===== src/verilog/tg_settings.svh =====
//////////////////////////////////////////////////////////////////////
// Fixed build-time settings of the traffic generator
// TG_DATA_WIDTH must stay twice TG_ADDR_WIDTH for the data pattern
//////////////////////////////////////////////////////////////////////
`ifndef TG_SETTINGS_SVH
`define TG_SETTINGS_SVH

// Word address and data widths
`define TG_ADDR_WIDTH  16
`define TG_DATA_WIDTH  32

// Burst length range, the divisor must be a power of two
`define TG_BURST_WIDTH 6
`define TG_MIN_BURST   2
`define TG_MAX_BURST   16
`define TG_BURST_DIV   2

// Run shape and LFSR reload value, the seed must be nonzero
`define TG_NUM_BURSTS  8
`define TG_BASE_ADDR   16'h0100
`define TG_LFSR_SEED   16'hace1

`endif

===== src/verilog/tg_pkg.sv =====
//////////////////////////////////////////////////////////////////////
// Shared types of the traffic generator
//////////////////////////////////////////////////////////////////////
`include "tg_settings.svh"

package tg_pkg;

   typedef logic [`TG_ADDR_WIDTH-1:0]  addr_t;
   typedef logic [`TG_DATA_WIDTH-1:0]  data_t;
   typedef logic [`TG_BURST_WIDTH-1:0] burst_len_t;

   typedef enum logic {PASS_WRITE, PASS_READ} tg_pass_e;

   // One burst as handed from decode to execute
   typedef struct packed {
      tg_pass_e   pass;
      addr_t      base;
      burst_len_t len;
   } tg_cmd_t;

   // One acknowledged read beat as handed from execute to result
   typedef struct packed {
      addr_t addr;
      data_t data;
   } tg_beat_t;

   typedef enum logic [1:0] {DEC_IDLE, DEC_GET_LEN, DEC_ISSUE, DEC_WAIT_DONE} decode_state_e;

   typedef enum logic {EXEC_IDLE, EXEC_BUS} exec_state_e;

   // Expected word at an address, inverted address on top of the address
   function automatic data_t tg_pattern(addr_t a);
      return {~a, a};
   endfunction

endpackage


===== src/verilog/tg_top.sv =====
//////////////////////////////////////////////////////////////////////
// Memory traffic generator with a single Wishbone classic master port
//////////////////////////////////////////////////////////////////////
module tg_top (
   input  logic          clk,
   input  logic          rst_n,
   input  logic          start,
   output logic          wb_cyc,
   output logic          wb_stb,
   output logic          wb_we,
   output tg_pkg::addr_t wb_adr,
   output tg_pkg::data_t wb_dat_o,
   input  tg_pkg::data_t wb_dat_i,
   input  logic          wb_ack,
   output logic          done,
   output logic [15:0]   error_count,
   output tg_pkg::addr_t first_error_addr
);
   import tg_pkg::*;

   // Decode to execute command channel
   tg_cmd_t  cmd;
   logic     cmd_valid;
   logic     cmd_ready;
   logic     burst_done;
   // Execute and decode to result
   tg_beat_t beat;
   logic     beat_valid;
   logic     run_end;

   tg_cmd_decode cmd_decode_i (
      .clk        (clk),
      .rst_n      (rst_n),
      .start      (start),
      .cmd        (cmd),
      .cmd_valid  (cmd_valid),
      .cmd_ready  (cmd_ready),
      .burst_done (burst_done),
      .run_end    (run_end)
   );

   tg_wb_execute wb_execute_i (
      .clk        (clk),
      .rst_n      (rst_n),
      .cmd        (cmd),
      .cmd_valid  (cmd_valid),
      .cmd_ready  (cmd_ready),
      .burst_done (burst_done),
      .wb_cyc     (wb_cyc),
      .wb_stb     (wb_stb),
      .wb_we      (wb_we),
      .wb_adr     (wb_adr),
      .wb_dat_o   (wb_dat_o),
      .wb_dat_i   (wb_dat_i),
      .wb_ack     (wb_ack),
      .beat       (beat),
      .beat_valid (beat_valid)
   );

   tg_result_check result_check_i (
      .clk              (clk),
      .rst_n            (rst_n),
      .start            (start),
      .beat             (beat),
      .beat_valid       (beat_valid),
      .run_end          (run_end),
      .done             (done),
      .error_count      (error_count),
      .first_error_addr (first_error_addr)
   );

endmodule


===== src/verilog/tg_result_check.sv =====
//////////////////////////////////////////////////////////////////////
// Read data checker, the error count saturates at all ones
//////////////////////////////////////////////////////////////////////
module tg_result_check (
   input  logic             clk,
   input  logic             rst_n,
   input  logic             start,
   input  tg_pkg::tg_beat_t beat,
   input  logic             beat_valid,
   input  logic             run_end,
   output logic             done,
   output logic [15:0]      error_count,
   output tg_pkg::addr_t    first_error_addr
);
   import tg_pkg::*;

   logic mismatch;
   logic error_seen;

   // Expected word is rebuilt from the beat's own address
   assign mismatch = beat_valid && (beat.data != tg_pattern(beat.addr));

   always_ff @(posedge clk or negedge rst_n)
   begin
      if (!rst_n)
      begin
         done             <= 1'b0;
         error_count      <= '0;
         error_seen       <= 1'b0;
         first_error_addr <= '0;
      end
      // A new run wipes the previous status
      else if (start)
      begin
         done             <= 1'b0;
         error_count      <= '0;
         error_seen       <= 1'b0;
         first_error_addr <= '0;
      end
      else
      begin
         // done stays up until the next start
         if (run_end)
            done <= 1'b1;
         if (mismatch)
         begin
            if (error_count != '1)
               error_count <= error_count + 1'b1;
            // Only the first failing address is kept
            if (!error_seen)
            begin
               error_seen       <= 1'b1;
               first_error_addr <= beat.addr;
            end
         end
      end
   end

endmodule


===== src/verilog/tg_wb_execute.sv =====
//////////////////////////////////////////////////////////////////////
// Wishbone classic master for one burst at a time, no byte selects,
// no err or rty; a zero length command is not supported
//////////////////////////////////////////////////////////////////////
module tg_wb_execute (
   input  logic             clk,
   input  logic             rst_n,
   input  tg_pkg::tg_cmd_t  cmd,
   input  logic             cmd_valid,
   output logic             cmd_ready,
   output logic             burst_done,
   output logic             wb_cyc,
   output logic             wb_stb,
   output logic             wb_we,
   output tg_pkg::addr_t    wb_adr,
   output tg_pkg::data_t    wb_dat_o,
   input  tg_pkg::data_t    wb_dat_i,
   input  logic             wb_ack,
   output tg_pkg::tg_beat_t beat,
   output logic             beat_valid
);
   import tg_pkg::*;

   exec_state_e state;
   tg_pass_e    pass;
   burst_len_t  remaining;
   logic        beat_ack;

   assign cmd_ready = (state == EXEC_IDLE);

   // cyc covers the whole burst, and it drops in idle between bursts
   assign wb_cyc   = (state == EXEC_BUS);
   assign wb_stb   = wb_cyc;
   assign wb_we    = wb_cyc && (pass == PASS_WRITE);
   assign wb_dat_o = tg_pattern(wb_adr);
   assign beat_ack = wb_stb && wb_ack;

   ///////////////////////////////////////////////////////////////////////
   // Beat counting
   ///////////////////////////////////////////////////////////////////////
   always_ff @(posedge clk or negedge rst_n)
   begin
      if (!rst_n)
      begin
         state      <= EXEC_IDLE;
         pass       <= PASS_WRITE;
         remaining  <= '0;
         burst_done <= 1'b0;
         beat_valid <= 1'b0;
      end
      else
      begin
         burst_done <= 1'b0;
         beat_valid <= beat_ack && (pass == PASS_READ);
         case (state)
            EXEC_IDLE:
               if (cmd_valid)
               begin
                  pass      <= cmd.pass;
                  remaining <= cmd.len;
                  state     <= EXEC_BUS;
               end
            EXEC_BUS:
               if (wb_ack)
               begin
                  remaining <= remaining - 1'b1;
                  // Last beat closes the cycle and reports the burst
                  if (remaining == burst_len_t'(1))
                  begin
                     state      <= EXEC_IDLE;
                     burst_done <= 1'b1;
                  end
               end
            default:
               state <= EXEC_IDLE;
         endcase
      end
   end

   // Address walks up by one per ack and stays put while the slave stalls
   always_ff @(posedge clk)
   begin
      if (cmd_valid && cmd_ready)
         wb_adr <= cmd.base;
      else if (beat_ack)
         wb_adr <= wb_adr + 1'b1;
      if (beat_ack)
      begin
         beat.addr <= wb_adr;
         beat.data <= wb_dat_i;
      end
   end

   a_wb_hold: assert property (@(posedge clk) disable iff (!rst_n)
      wb_stb && !wb_ack |=> wb_stb && $stable(wb_adr) && $stable(wb_we) &&
                            $stable(wb_dat_o))
      else $error("Wishbone request changed before ack");

endmodule


===== src/verilog/tg_cmd_decode.sv =====
//////////////////////////////////////////////////////////////////////
// Write pass then read pass of TG_NUM_BURSTS bursts each, one command
// in flight at a time; start is ignored while a run is active
//////////////////////////////////////////////////////////////////////
`include "tg_settings.svh"

module tg_cmd_decode (
   input  logic            clk,
   input  logic            rst_n,
   input  logic            start,
   output tg_pkg::tg_cmd_t cmd,
   output logic            cmd_valid,
   input  logic            cmd_ready,
   input  logic            burst_done,
   output logic            run_end
);
   import tg_pkg::*;

   localparam int CNT_W = $clog2(`TG_NUM_BURSTS + 1);

   decode_state_e    state;
   tg_pass_e         pass;
   addr_t            next_addr;
   logic [CNT_W-1:0] burst_cnt;
   logic             last_burst;
   logic             len_enable;
   logic             len_ready;
   logic             reseed;
   burst_len_t       burstcount;

   assign len_enable = (state == DEC_GET_LEN);
   assign cmd_valid  = (state == DEC_ISSUE);
   assign last_burst = (burst_cnt == CNT_W'(`TG_NUM_BURSTS - 1));

   // Reseed on start and when the write pass hands over to the read pass
   assign reseed = ((state == DEC_IDLE) && start) ||
                   ((state == DEC_WAIT_DONE) && burst_done && last_burst &&
                    (pass == PASS_WRITE));

   tg_rand_burstcount_gen #(.POW2_ONLY(1'b0)) burstcount_gen_i (
      .clk        (clk),
      .rst_n      (rst_n),
      .reseed     (reseed),
      .enable     (len_enable),
      .ready      (len_ready),
      .burstcount (burstcount)
   );

   ///////////////////////////////////////////////////////////////////////
   // Pass and burst sequencing
   ///////////////////////////////////////////////////////////////////////
   always_ff @(posedge clk or negedge rst_n)
   begin
      if (!rst_n)
      begin
         state     <= DEC_IDLE;
         pass      <= PASS_WRITE;
         next_addr <= `TG_BASE_ADDR;
         burst_cnt <= '0;
         run_end   <= 1'b0;
      end
      else
      begin
         run_end <= 1'b0;
         case (state)
            DEC_IDLE:
               if (start)
               begin
                  pass      <= PASS_WRITE;
                  next_addr <= `TG_BASE_ADDR;
                  burst_cnt <= '0;
                  state     <= DEC_GET_LEN;
               end
            // Bursts sit back to back, so the next base follows the length
            DEC_GET_LEN:
               if (len_ready)
               begin
                  next_addr <= next_addr + addr_t'(burstcount);
                  state     <= DEC_ISSUE;
               end
            DEC_ISSUE:
               if (cmd_ready)
                  state <= DEC_WAIT_DONE;
            DEC_WAIT_DONE:
               if (burst_done)
               begin
                  burst_cnt <= burst_cnt + 1'b1;
                  state     <= DEC_GET_LEN;
                  if (last_burst)
                  begin
                     burst_cnt <= '0;
                     if (pass == PASS_WRITE)
                     begin
                        pass      <= PASS_READ;
                        next_addr <= `TG_BASE_ADDR;
                     end
                     else
                     begin
                        run_end <= 1'b1;
                        state   <= DEC_IDLE;
                     end
                  end
               end
            default:
               state <= DEC_IDLE;
         endcase
      end
   end

   // Command is built from the consumed length and shows up one cycle later
   always_ff @(posedge clk)
   begin
      if (len_enable && len_ready)
      begin
         cmd.pass <= pass;
         cmd.base <= next_addr;
         cmd.len  <= burstcount;
      end
   end

endmodule


===== src/verilog/tg_rand_burstcount_gen.sv =====
//////////////////////////////////////////////////////////////////////
// Random burst lengths in the configured range, rounded down to the
// divisor; the effective minimum is never below the divisor
//////////////////////////////////////////////////////////////////////
`include "tg_settings.svh"

module tg_rand_burstcount_gen #(
   parameter bit POW2_ONLY = 1'b0
) (
   input  logic               clk,
   input  logic               rst_n,
   input  logic               reseed,
   input  logic               enable,
   output logic               ready,
   output tg_pkg::burst_len_t burstcount
);
   import tg_pkg::*;

   localparam int MIN_EFF = (`TG_MIN_BURST < `TG_BURST_DIV) ? `TG_BURST_DIV : `TG_MIN_BURST;
   // Ceil and floor of log2 for the exponent range
   localparam int MIN_EXP = $clog2(MIN_EFF);
   localparam int MAX_EXP = $clog2(`TG_MAX_BURST + 1) - 1;
   localparam burst_len_t DIV_MASK = ~burst_len_t'(`TG_BURST_DIV - 1);

   burst_len_t raw_len;
   burst_len_t rand_out;

   generate
      if (POW2_ONLY)
      begin : g_pow2
         // Draw an exponent and turn it into a power of two
         tg_rand_num_gen #(.RAND_MIN(MIN_EXP), .RAND_MAX(MAX_EXP)) rand_exp_i (
            .clk      (clk),
            .rst_n    (rst_n),
            .reseed   (reseed),
            .enable   (enable),
            .ready    (ready),
            .rand_num (rand_out)
         );
         assign raw_len = burst_len_t'(1) << rand_out;
      end
      else
      begin : g_direct
         tg_rand_num_gen #(.RAND_MIN(MIN_EFF), .RAND_MAX(`TG_MAX_BURST)) rand_len_i (
            .clk      (clk),
            .rst_n    (rst_n),
            .reseed   (reseed),
            .enable   (enable),
            .ready    (ready),
            .rand_num (rand_out)
         );
         assign raw_len = rand_out;
      end
   endgenerate

   // Round down to the divisor, which cannot reach zero since MIN_EFF >= divisor
   assign burstcount = raw_len & DIV_MASK;

   a_legal_len: assert property (@(posedge clk) disable iff (!rst_n)
      ready |-> (burstcount != '0) && ((burstcount & ~DIV_MASK) == '0) &&
                (burstcount >= MIN_EFF) && (burstcount <= `TG_MAX_BURST))
      else $error("illegal burst length");

endmodule


===== src/verilog/tg_rand_num_gen.sv =====
//////////////////////////////////////////////////////////////////////
// Bounded random numbers from a 16-bit LFSR, RAND_MAX must fit in
// burst_len_t and the range must be reachable by the low LFSR bits
//////////////////////////////////////////////////////////////////////
`include "tg_settings.svh"

module tg_rand_num_gen #(
   parameter int RAND_MIN = 1,
   parameter int RAND_MAX = 1
) (
   input  logic               clk,
   input  logic               rst_n,
   input  logic               reseed,
   input  logic               enable,
   output logic               ready,
   output tg_pkg::burst_len_t rand_num
);
   import tg_pkg::*;

   logic [15:0] lfsr;
   logic [15:0] lfsr_next;
   burst_len_t  candidate;
   logic        in_range;
   logic        consume;

   // Galois form of x^16 + x^14 + x^13 + x^11 + 1
   assign lfsr_next = {1'b0, lfsr[15:1]} ^ (lfsr[0] ? 16'hb400 : 16'h0000);

   // Candidates come from the low bits and are rejected when out of range
   assign candidate = lfsr[`TG_BURST_WIDTH-1:0];
   assign in_range  = (candidate >= RAND_MIN) && (candidate <= RAND_MAX);
   assign consume   = ready && enable;

   // The LFSR only freezes while a value is held, so the sequence of
   // accepted values after a reseed does not depend on the consumer's timing
   always_ff @(posedge clk or negedge rst_n)
   begin
      if (!rst_n)
      begin
         lfsr  <= `TG_LFSR_SEED;
         ready <= 1'b0;
      end
      else if (reseed)
      begin
         lfsr  <= `TG_LFSR_SEED;
         ready <= 1'b0;
      end
      else if (consume)
      begin
         lfsr  <= lfsr_next;
         ready <= 1'b0;
      end
      else if (!ready)
      begin
         lfsr  <= lfsr_next;
         ready <= in_range;
      end
   end

   // Held value, loaded on the same cycle that ready rises
   always_ff @(posedge clk)
   begin
      if (!ready && !reseed && in_range)
         rand_num <= candidate;
   end

   a_range: assert property (@(posedge clk) disable iff (!rst_n)
      ready |-> (rand_num >= RAND_MIN) && (rand_num <= RAND_MAX))
      else $error("random number outside its range");

endmodule


===== config.mk =====
export PLATFORM = sky130hd
export DESIGN_NAME = tg_top
export DESIGN_NICKNAME = d
export VERILOG_FILES = /design/src/verilog/tg_pkg.sv /design/src/verilog/tg_top.sv /design/src/verilog/tg_result_check.sv /design/src/verilog/tg_wb_execute.sv /design/src/verilog/tg_cmd_decode.sv /design/src/verilog/tg_rand_burstcount_gen.sv /design/src/verilog/tg_rand_num_gen.sv
export VERILOG_INCLUDE_DIRS = /design/src /design/src/verilog
export SDC_FILE = /design/constraint.sdc
export NUM_CORES = 1
export LEC_CHECK = 0
export ABC_AREA = 1
export BUFFER_PORTS_ARGS = -buffer_cell sky130_fd_sc_hd__buf_2
export CELL_PAD_IN_SITES_DETAIL_PLACEMENT = 1
export CELL_PAD_IN_SITES_GLOBAL_PLACEMENT = 2
export CORE_MARGIN = 2
export CORE_UTILIZATION = 31
export CTS_BUF_LIST = sky130_fd_sc_hd__clkbuf_8 sky130_fd_sc_hd__clkbuf_16
export CTS_CLUSTER_SIZE = 20
export DETAILED_ROUTE_END_ITERATION = 8
export PLACE_DENSITY_LB_ADDON = 0.08
export SETUP_SLACK_MARGIN = 0.02
export SLEW_MARGIN = 15
export SYNTH_ARGS = -nofsm -noshare
export SYNTH_HDL_FRONTEND = slang
export SYNTH_SLANG_ARGS = --single-unit
export TNS_END_PERCENT = 5

===== constraint.sdc =====
create_clock -name clk -period 3.2 [get_ports clk]
set_input_delay 0.16 -clock clk [delete_from_list [all_inputs] [get_ports clk]]
set_output_delay 0.16 -clock clk [all_outputs]
set_load 0.02 [all_outputs]

## After elaboration in Yosys (flattened, before gate mapping)

Index checks and enable logic that the tools add are counted.

- Output and inout port bits: 84
- Flip-flop bits (word level): 177
- Input bits: 36
- Logic and storage cells: 138

- Multiplexer cells: 54
- $add $sub $neg: 5
- Equality and inequality tests: 17
- Order comparisons: 2
- Bitwise logic cells: 6
- Reductions and logical operators: 31

Operators by type and width:

| cell | number |
|---|---|
| two-way mux 16 bit | 17 |
| case mux 16 bit (3 select lines) | 1 |
| adder 16 x 1 -> 16 bit (second input constant) | 2 |
| inequality test 32 bit | 1 |
| inverter 16 bit | 2 |
| two-way mux 1 bit | 21 |
| adder 16 x 6 -> 16 bit | 1 |
| inequality test 16 bit (second input constant) | 1 |
| XOR 15 x 16 -> 16 bit | 1 |
| logical AND 1 bit | 13 |
| two-way mux 4 bit | 3 |
| two-way mux 6 bit | 2 |
| inequality test 2 bit (second input constant) | 6 |
| case mux 6 bit (2 select lines) | 1 |
| two-way mux 2 bit | 5 |
| nonzero test 2 bit | 5 |
| case mux 2 bit (4 select lines) | 1 |
| case mux 4 bit (2 select lines) | 1 |
| AND reduction 2 bit | 4 |
| AND reduction 4 bit | 2 |
| == test 6 x 1 -> 1 bit (second input constant) | 1 |
| >= comparator 6 x 2 -> 1 bit (second input constant) | 1 |
| <= comparator 6 x 5 -> 1 bit (second input constant) | 1 |
| inequality test 2 x 1 -> 1 bit (second input constant) | 3 |
| 14 further kinds | 19 |

## Depth between registers and ports, before layout

- Word-level depth: 8
- Depth in mapped cells: 13
- Gate-level depth less buffers: 12

## Modules after synthesis

From an unflattened synthesis, not the netlist that was laid out.

- Cell total of the unflattened synthesis: 1006
- Area, all modules: 8947.3 um2

By module, submodules not included:

| module | cells an instance | times used | area an instance (um2) | seq. area each (um2) |
|---|---|---|---|---|
| tg_wb_execute | 276 | 1 | 3158.0 | 2172.1 |
| tg_cmd_decode | 258 | 1 | 2404.8 | 1292.5 |
| tg_result_check | 374 | 1 | 2398.6 | 850.8 |
| tg_rand_num_gen | 96 | 1 | 974.7 | 615.6 |
| tg_rand_burstcount_gen | 2 | 1 | 11.3 | 0.0 |

## Worst setup path before layout

Ideal clock, no wire load.

- Kind: register -> register
- From: register wb_execute_i.state (netlist: wb_execute_i.wb_cyc)
- To: register wb_execute_i.wb_adr[0], enable pin
- Required time: 2.861 ns
- Slack: 0.426 ns
- Path buffers: 1
- Library setup time: 0.339 ns
- Arrival: 2.435 ns
- Cell stages (with the launch flop): 6
- Period minus slack after synthesis: 2.774 ns
- Cells stage by stage: dfrtp_1 clkbuf_1 nand2_1 inv_1 nor2_1 inv_2

- Elaborated cells between the ends (all ways): 4
- Those cells by class: 1 x bitwise; 3 x reduce/logical

RTL lines:

| element | line | RTL |
|---|---|---|
| start: declaration | tg_wb_execute.sv:24 | `exec_state_e state;` |
| start signal: assignment | tg_wb_execute.sv:45 | `state <= EXEC_IDLE;` |
| start signal: assignment | tg_wb_execute.sv:61 | `state <= EXEC_BUS;` |
| start signal: assignment | tg_wb_execute.sv:70 | `state <= EXEC_IDLE;` |
| logical AND 1 bit | tg_wb_execute.sv:36 | `assign beat_ack = wb_stb && wb_ack;` |
| named net wb_execute_i.beat_ack | tg_wb_execute.sv:27 | `logic beat_ack;` |
| nonzero test 2 bit (no source line) | -- |  |
| end signal: assignment | tg_wb_execute.sv:84 | `wb_adr <= cmd.base;` |
| end signal: assignment | tg_wb_execute.sv:86 | `wb_adr <= wb_adr + 1'b1;` |
| end: declaration | tg_wb_execute.sv:15 | `output tg_pkg::addr_t wb_adr,` |

The timed path passes the listed nets, and every way through them passes these cells.
A chain may end at the register's enable or synchronous reset.

## Final worst setup path

- From: register cmd_decode_i.state[0]
- To: register cmd_decode_i.burstcount_gen_i.g_direct.rand_len_i.lfsr[12]

- Cells in the longest elaborated chain, start to end: 6
- Elaborated cells between the ends (all ways): 12
- Those cells by class: 3 x eq/ne; 2 x mux; 7 x reduce/logical

Ends and longest elaborated chain:

| element | line | RTL |
|---|---|---|
| start: declaration | tg_cmd_decode.sv:21 | `decode_state_e state;` |
| start signal: assignment | tg_cmd_decode.sv:56 | `state <= DEC_IDLE;` |
| start signal: assignment | tg_cmd_decode.sv:72 | `state <= DEC_GET_LEN;` |
| start signal: assignment | tg_cmd_decode.sv:79 | `state <= DEC_ISSUE;` |
| == test 2 bit | tg_cmd_decode.sv:37 | `((state == DEC_WAIT_DONE) && burst_done && last_burst &&` |
| logical AND 1 bit (3 in series) | tg_cmd_decode.sv:37 |  |
| logical OR 1 bit | tg_cmd_decode.sv:36 | `assign reseed = ((state == DEC_IDLE) && start) \|\|` |
| inequality test 3 x 2 -> 1 bit (no source line) or two-way mux 16 bit (tied branches) | -- |  |
| end signal: assignment | tg_rand_num_gen.sv:40 | `` lfsr <= `TG_LFSR_SEED; `` |
| end signal: assignment | tg_rand_num_gen.sv:45 | `` lfsr <= `TG_LFSR_SEED; `` |
| end signal: assignment | tg_rand_num_gen.sv:50 | `lfsr <= lfsr_next;` |
| end: declaration | tg_rand_num_gen.sv:20 | `logic [15:0] lfsr;` |

Parallel ways exist; a longest one is shown, timed or not.

==> reports/metrics.cfg <==
[run_status]
status = finished, final reports clean

[layout]
drive_above_1_share_pct = 18.9
fin_cells = 1401
fin_nets = 1099
area_growth_pct = 20.3
fillers = 3144
num_antenna_cells = 0

[synth]
synth_nets = 959
ys_seq_elements = 174
synth_area_leaders = edfxtp_1 (32%), dfrtp_1 (22%), nand2_1 (10%), inv_1 (4.6%), nor2_1 (4.5%)
yosys_warnings = 0
synth.cell_area_mm2 = 0.00843
yosys-top-cells-count = nand2_1 (233), inv_1 (103), nor2_1 (102)
synth_edf_count = 90
synth_top_area_cell = edfxtp_1
synth_cell_types = 45
synthArstFlopShare_pct = 48.3
avgSynthCellArea_um2 = 9.29
synth_most_common_cell = nand2_1
seq_area_frac_synth_pct = 57.1
synth_top_area_share_pct = 32.1
synthFlopType = edfxtp_1
synthCells = 907

[worst_hold_path]
hold_path_depth = 3
min_from = wb_ack
worstHoldEndpoint = wb_execute_i.beat_valid$_DFF_PN0_
hp-class = primary input to register

[floorplanning]
core_mm2 = 0.0268
rows = 60
fp.dieW_um = 169
initial_core_util_pct = 31.5
dieArea_mm2 = 0.0285
fp.dieH_um = 169
io_pins = 120

[setup_path]
cp_slowest_stage_delay_ns = 0.50
cp_num_buf_inv = 2
ff2ff_path_depth = 9
r2r-start = cmd_decode_i.state[0]$_DFFE_PN0P_
worstSetupStartpointType = register
crit_path_top_delay_cell = nand3_2
crit_family = simple AND/OR/NAND/NOR gates
cp.required_ns = 3.50
crit_top_cell = inv_2
critical_path.cell_chain = ha_1 > inv_2 > nor3_1 > nand2_1 > nand2_2 > inv_2 > nand3_2 > nand4_1 > o21ai_0
r2r_setup_slack_ns = 0.99
arrival_ns = 2.50
worstSetupPathType = register to register
endpoint_kind = register
cp_max_fo = 32

[cts]
path_clk_slew_ns = 0.07
clk_latency_ns = 0.43
cts.repair.resized = 0
cts-root-buf = clkbuf_16
post_cts_buffers = 0
tritoncts = built
cts-hold-fix-buffers = 33
htree_levels = 4
cts_buffers = 17
cts.path.max_buffers = 2
cts_sinks = 174

[placed_design]
globalplace.congestion = 0.750
place_hpwl_um = 16000
place_inst = 1336
portBuffers = 119

[global_route]
gr-total-overflow = 0
grt_pass1_vias = 6496
grt_start_max_net_pins = 53
grt_pass1_wl_um = 35700
antenna_found_initial = 0
grtUsageTotal_pct = 16.1

[drt]
via_per_inst = 4.53
dr_wl_met2_um = 10800
wirelength_um = 22400
dr_wl_met3_um = 441
vias = 6346
m1WireLength_um = 10700
drc = 0
first_iter_violations = 298
top_layer = met4
first_pass_iters = 5
antenna_left = 0
avgRoutedWirePerCell_um = 16.0

[timing]
holdWs_ns = 0.0825
slew-limit-headroom_pct = 39.5
final.setup.tns_ns = 0
hold_viol_final = 0
rsz0062_at_grt = false
period_needed_ns = 2.21
finalSetupViolCount = 0
tightest_slew_ns = 0.906
clock.fmax_mhz = 453
fin_skew_ns = 0.0140
post-route-period-util_pct = 68.9
slew_viol_final = 0

[power]
p_per_area_mw_per_mm2 = 881
power_w = 0.00894
p_leak_nw = 4.69
vdd_drop_max_uv = 387

[flow_run]
maxCapViolCount = 0

[cell type report]
class	instances	area, um2	share of cell area [%]
clock inverter	15	136	1.34
multi-input combinational	584	2940	29.0
inverter	112	424	4.18
sequential	174	4820	47.5
clock buffer	17	425	4.19
timing repair buffer	158	973	9.60
tap	341	427	4.21
[state kept, by name (all words and copies together) (netlist names), 2 cells and up]
signal                                                      cells
cmd_decode_i.burst_cnt                                          4
cmd_decode_i.next_addr                                         15
result_check_i.error_count                                     16
cmd_decode_i.burstcount_gen_i.g_direct.rand_len_i.rand_num      5
wb_execute_i.remaining                                          6
result_check_i.first_error_addr                                16
wb_execute_i.wb_adr                                            16
cmd_decode_i.cmd                                               21
wb_execute_i.beat                                              48
cmd_decode_i.burstcount_gen_i.g_direct.rand_len_i.lfsr         16
cmd_decode_i.state                                              2
[metrics by stage]
stage	area (um2)	utilization (%)	setup slack, ns
2_1_floorplan	8430	-	0.426
3_3_place_gp	9250	34.5	0.955
3_5_place_dp	9250	34.5	0.897
4_1_cts	10100	37.9	0.930
5_1_grt	10100	37.9	0.693
6_report	10100	37.9	0.995
[placed cells by master (no fill, tap or decap), types with 4 or more instances in the layout]
cell type and instances:
inv_1 102, dfrtp_1 75, nand4_1 9, buf_2 118, o21ai_0 39, o31ai_1 4
ha_1 15, inv_2 8, dfstp_2 9, clkbuf_16 17, nand3_1 65, nand3_2 4
a31oi_1 9, xor2_1 13, dlygate4sd3_1 33, a21oi_1 20, nor2_1 102, nor2_2 6
nand2_2 4, inv_6 5, xnor2_1 19, nor3_1 12, edfxtp_1 90, nand2_1 233
buf_4 7
[worst max-delay path by stage]
stage                                                       to  slack [ns]  depth (start not counted)                               from
final                                                 register        0.99                          9  cmd_decode_i.state[0]$_DFFE_PN0P_
after global placement                                register        0.96                          9  cmd_decode_i.state[0]$_DFFE_PN0P_
after floorplan           wb_execute_i.wb_adr[0]$_SDFFCE_PP0P_        0.43                          5      wb_execute_i.wb_cyc$_DFF_PN0_
after detailed placement                              register        0.90                          8  cmd_decode_i.state[0]$_DFFE_PN0P_
after CTS                                             register        0.93                          9  cmd_decode_i.state[0]$_DFFE_PN0P_
after global routing                                  register        0.69                          8  cmd_decode_i.state[0]$_DFFE_PN0P_
[worst reg2reg max path: stages, from the launching register on]
cell,delay [ns]
dfrtp_1,0.43
ha_1,0.31
inv_2,0.11
nor3_1,0.05
nand2_1,0.07
nand2_2,0.07
inv_2,0.23
nand3_2,0.50
nand4_1,0.21
o21ai_0,0.10
[where the power goes]
| part | internal [W] | total [W] | switching [W] | leakage [nW] |
|---|---|---|---|---|
| clock network | 0.00109 | 0.00203 | 0.000946 | 0.276 |
| logic | 0.00101 | 0.00310 | 0.00210 | 2.47 |
| registers | 0.00319 | 0.00380 | 0.000618 | 1.94 |
| total | 0.00528 | 0.00894 | 0.00366 | 4.69 |
[logic make-up after synthesis]
family,Yosys count,synth area share (%)
and+or+nand+nor,449,23.3
DFF,174,57.1
buffers and inverters,149,7.96
AOI/OAI and AO/OA,87,5.83
xor gates and xnor gates,32,3.32
adders and majority gates,16,2.46
[per-layer routing]
layer	GRT usage (%)	vias to the layer above
met2	26.9	71
li1	-	3209
met5	0	-
met1	21.5	3048
met4	5.25	0
met3	2.41	18
(Power assumes the default switching activity.)
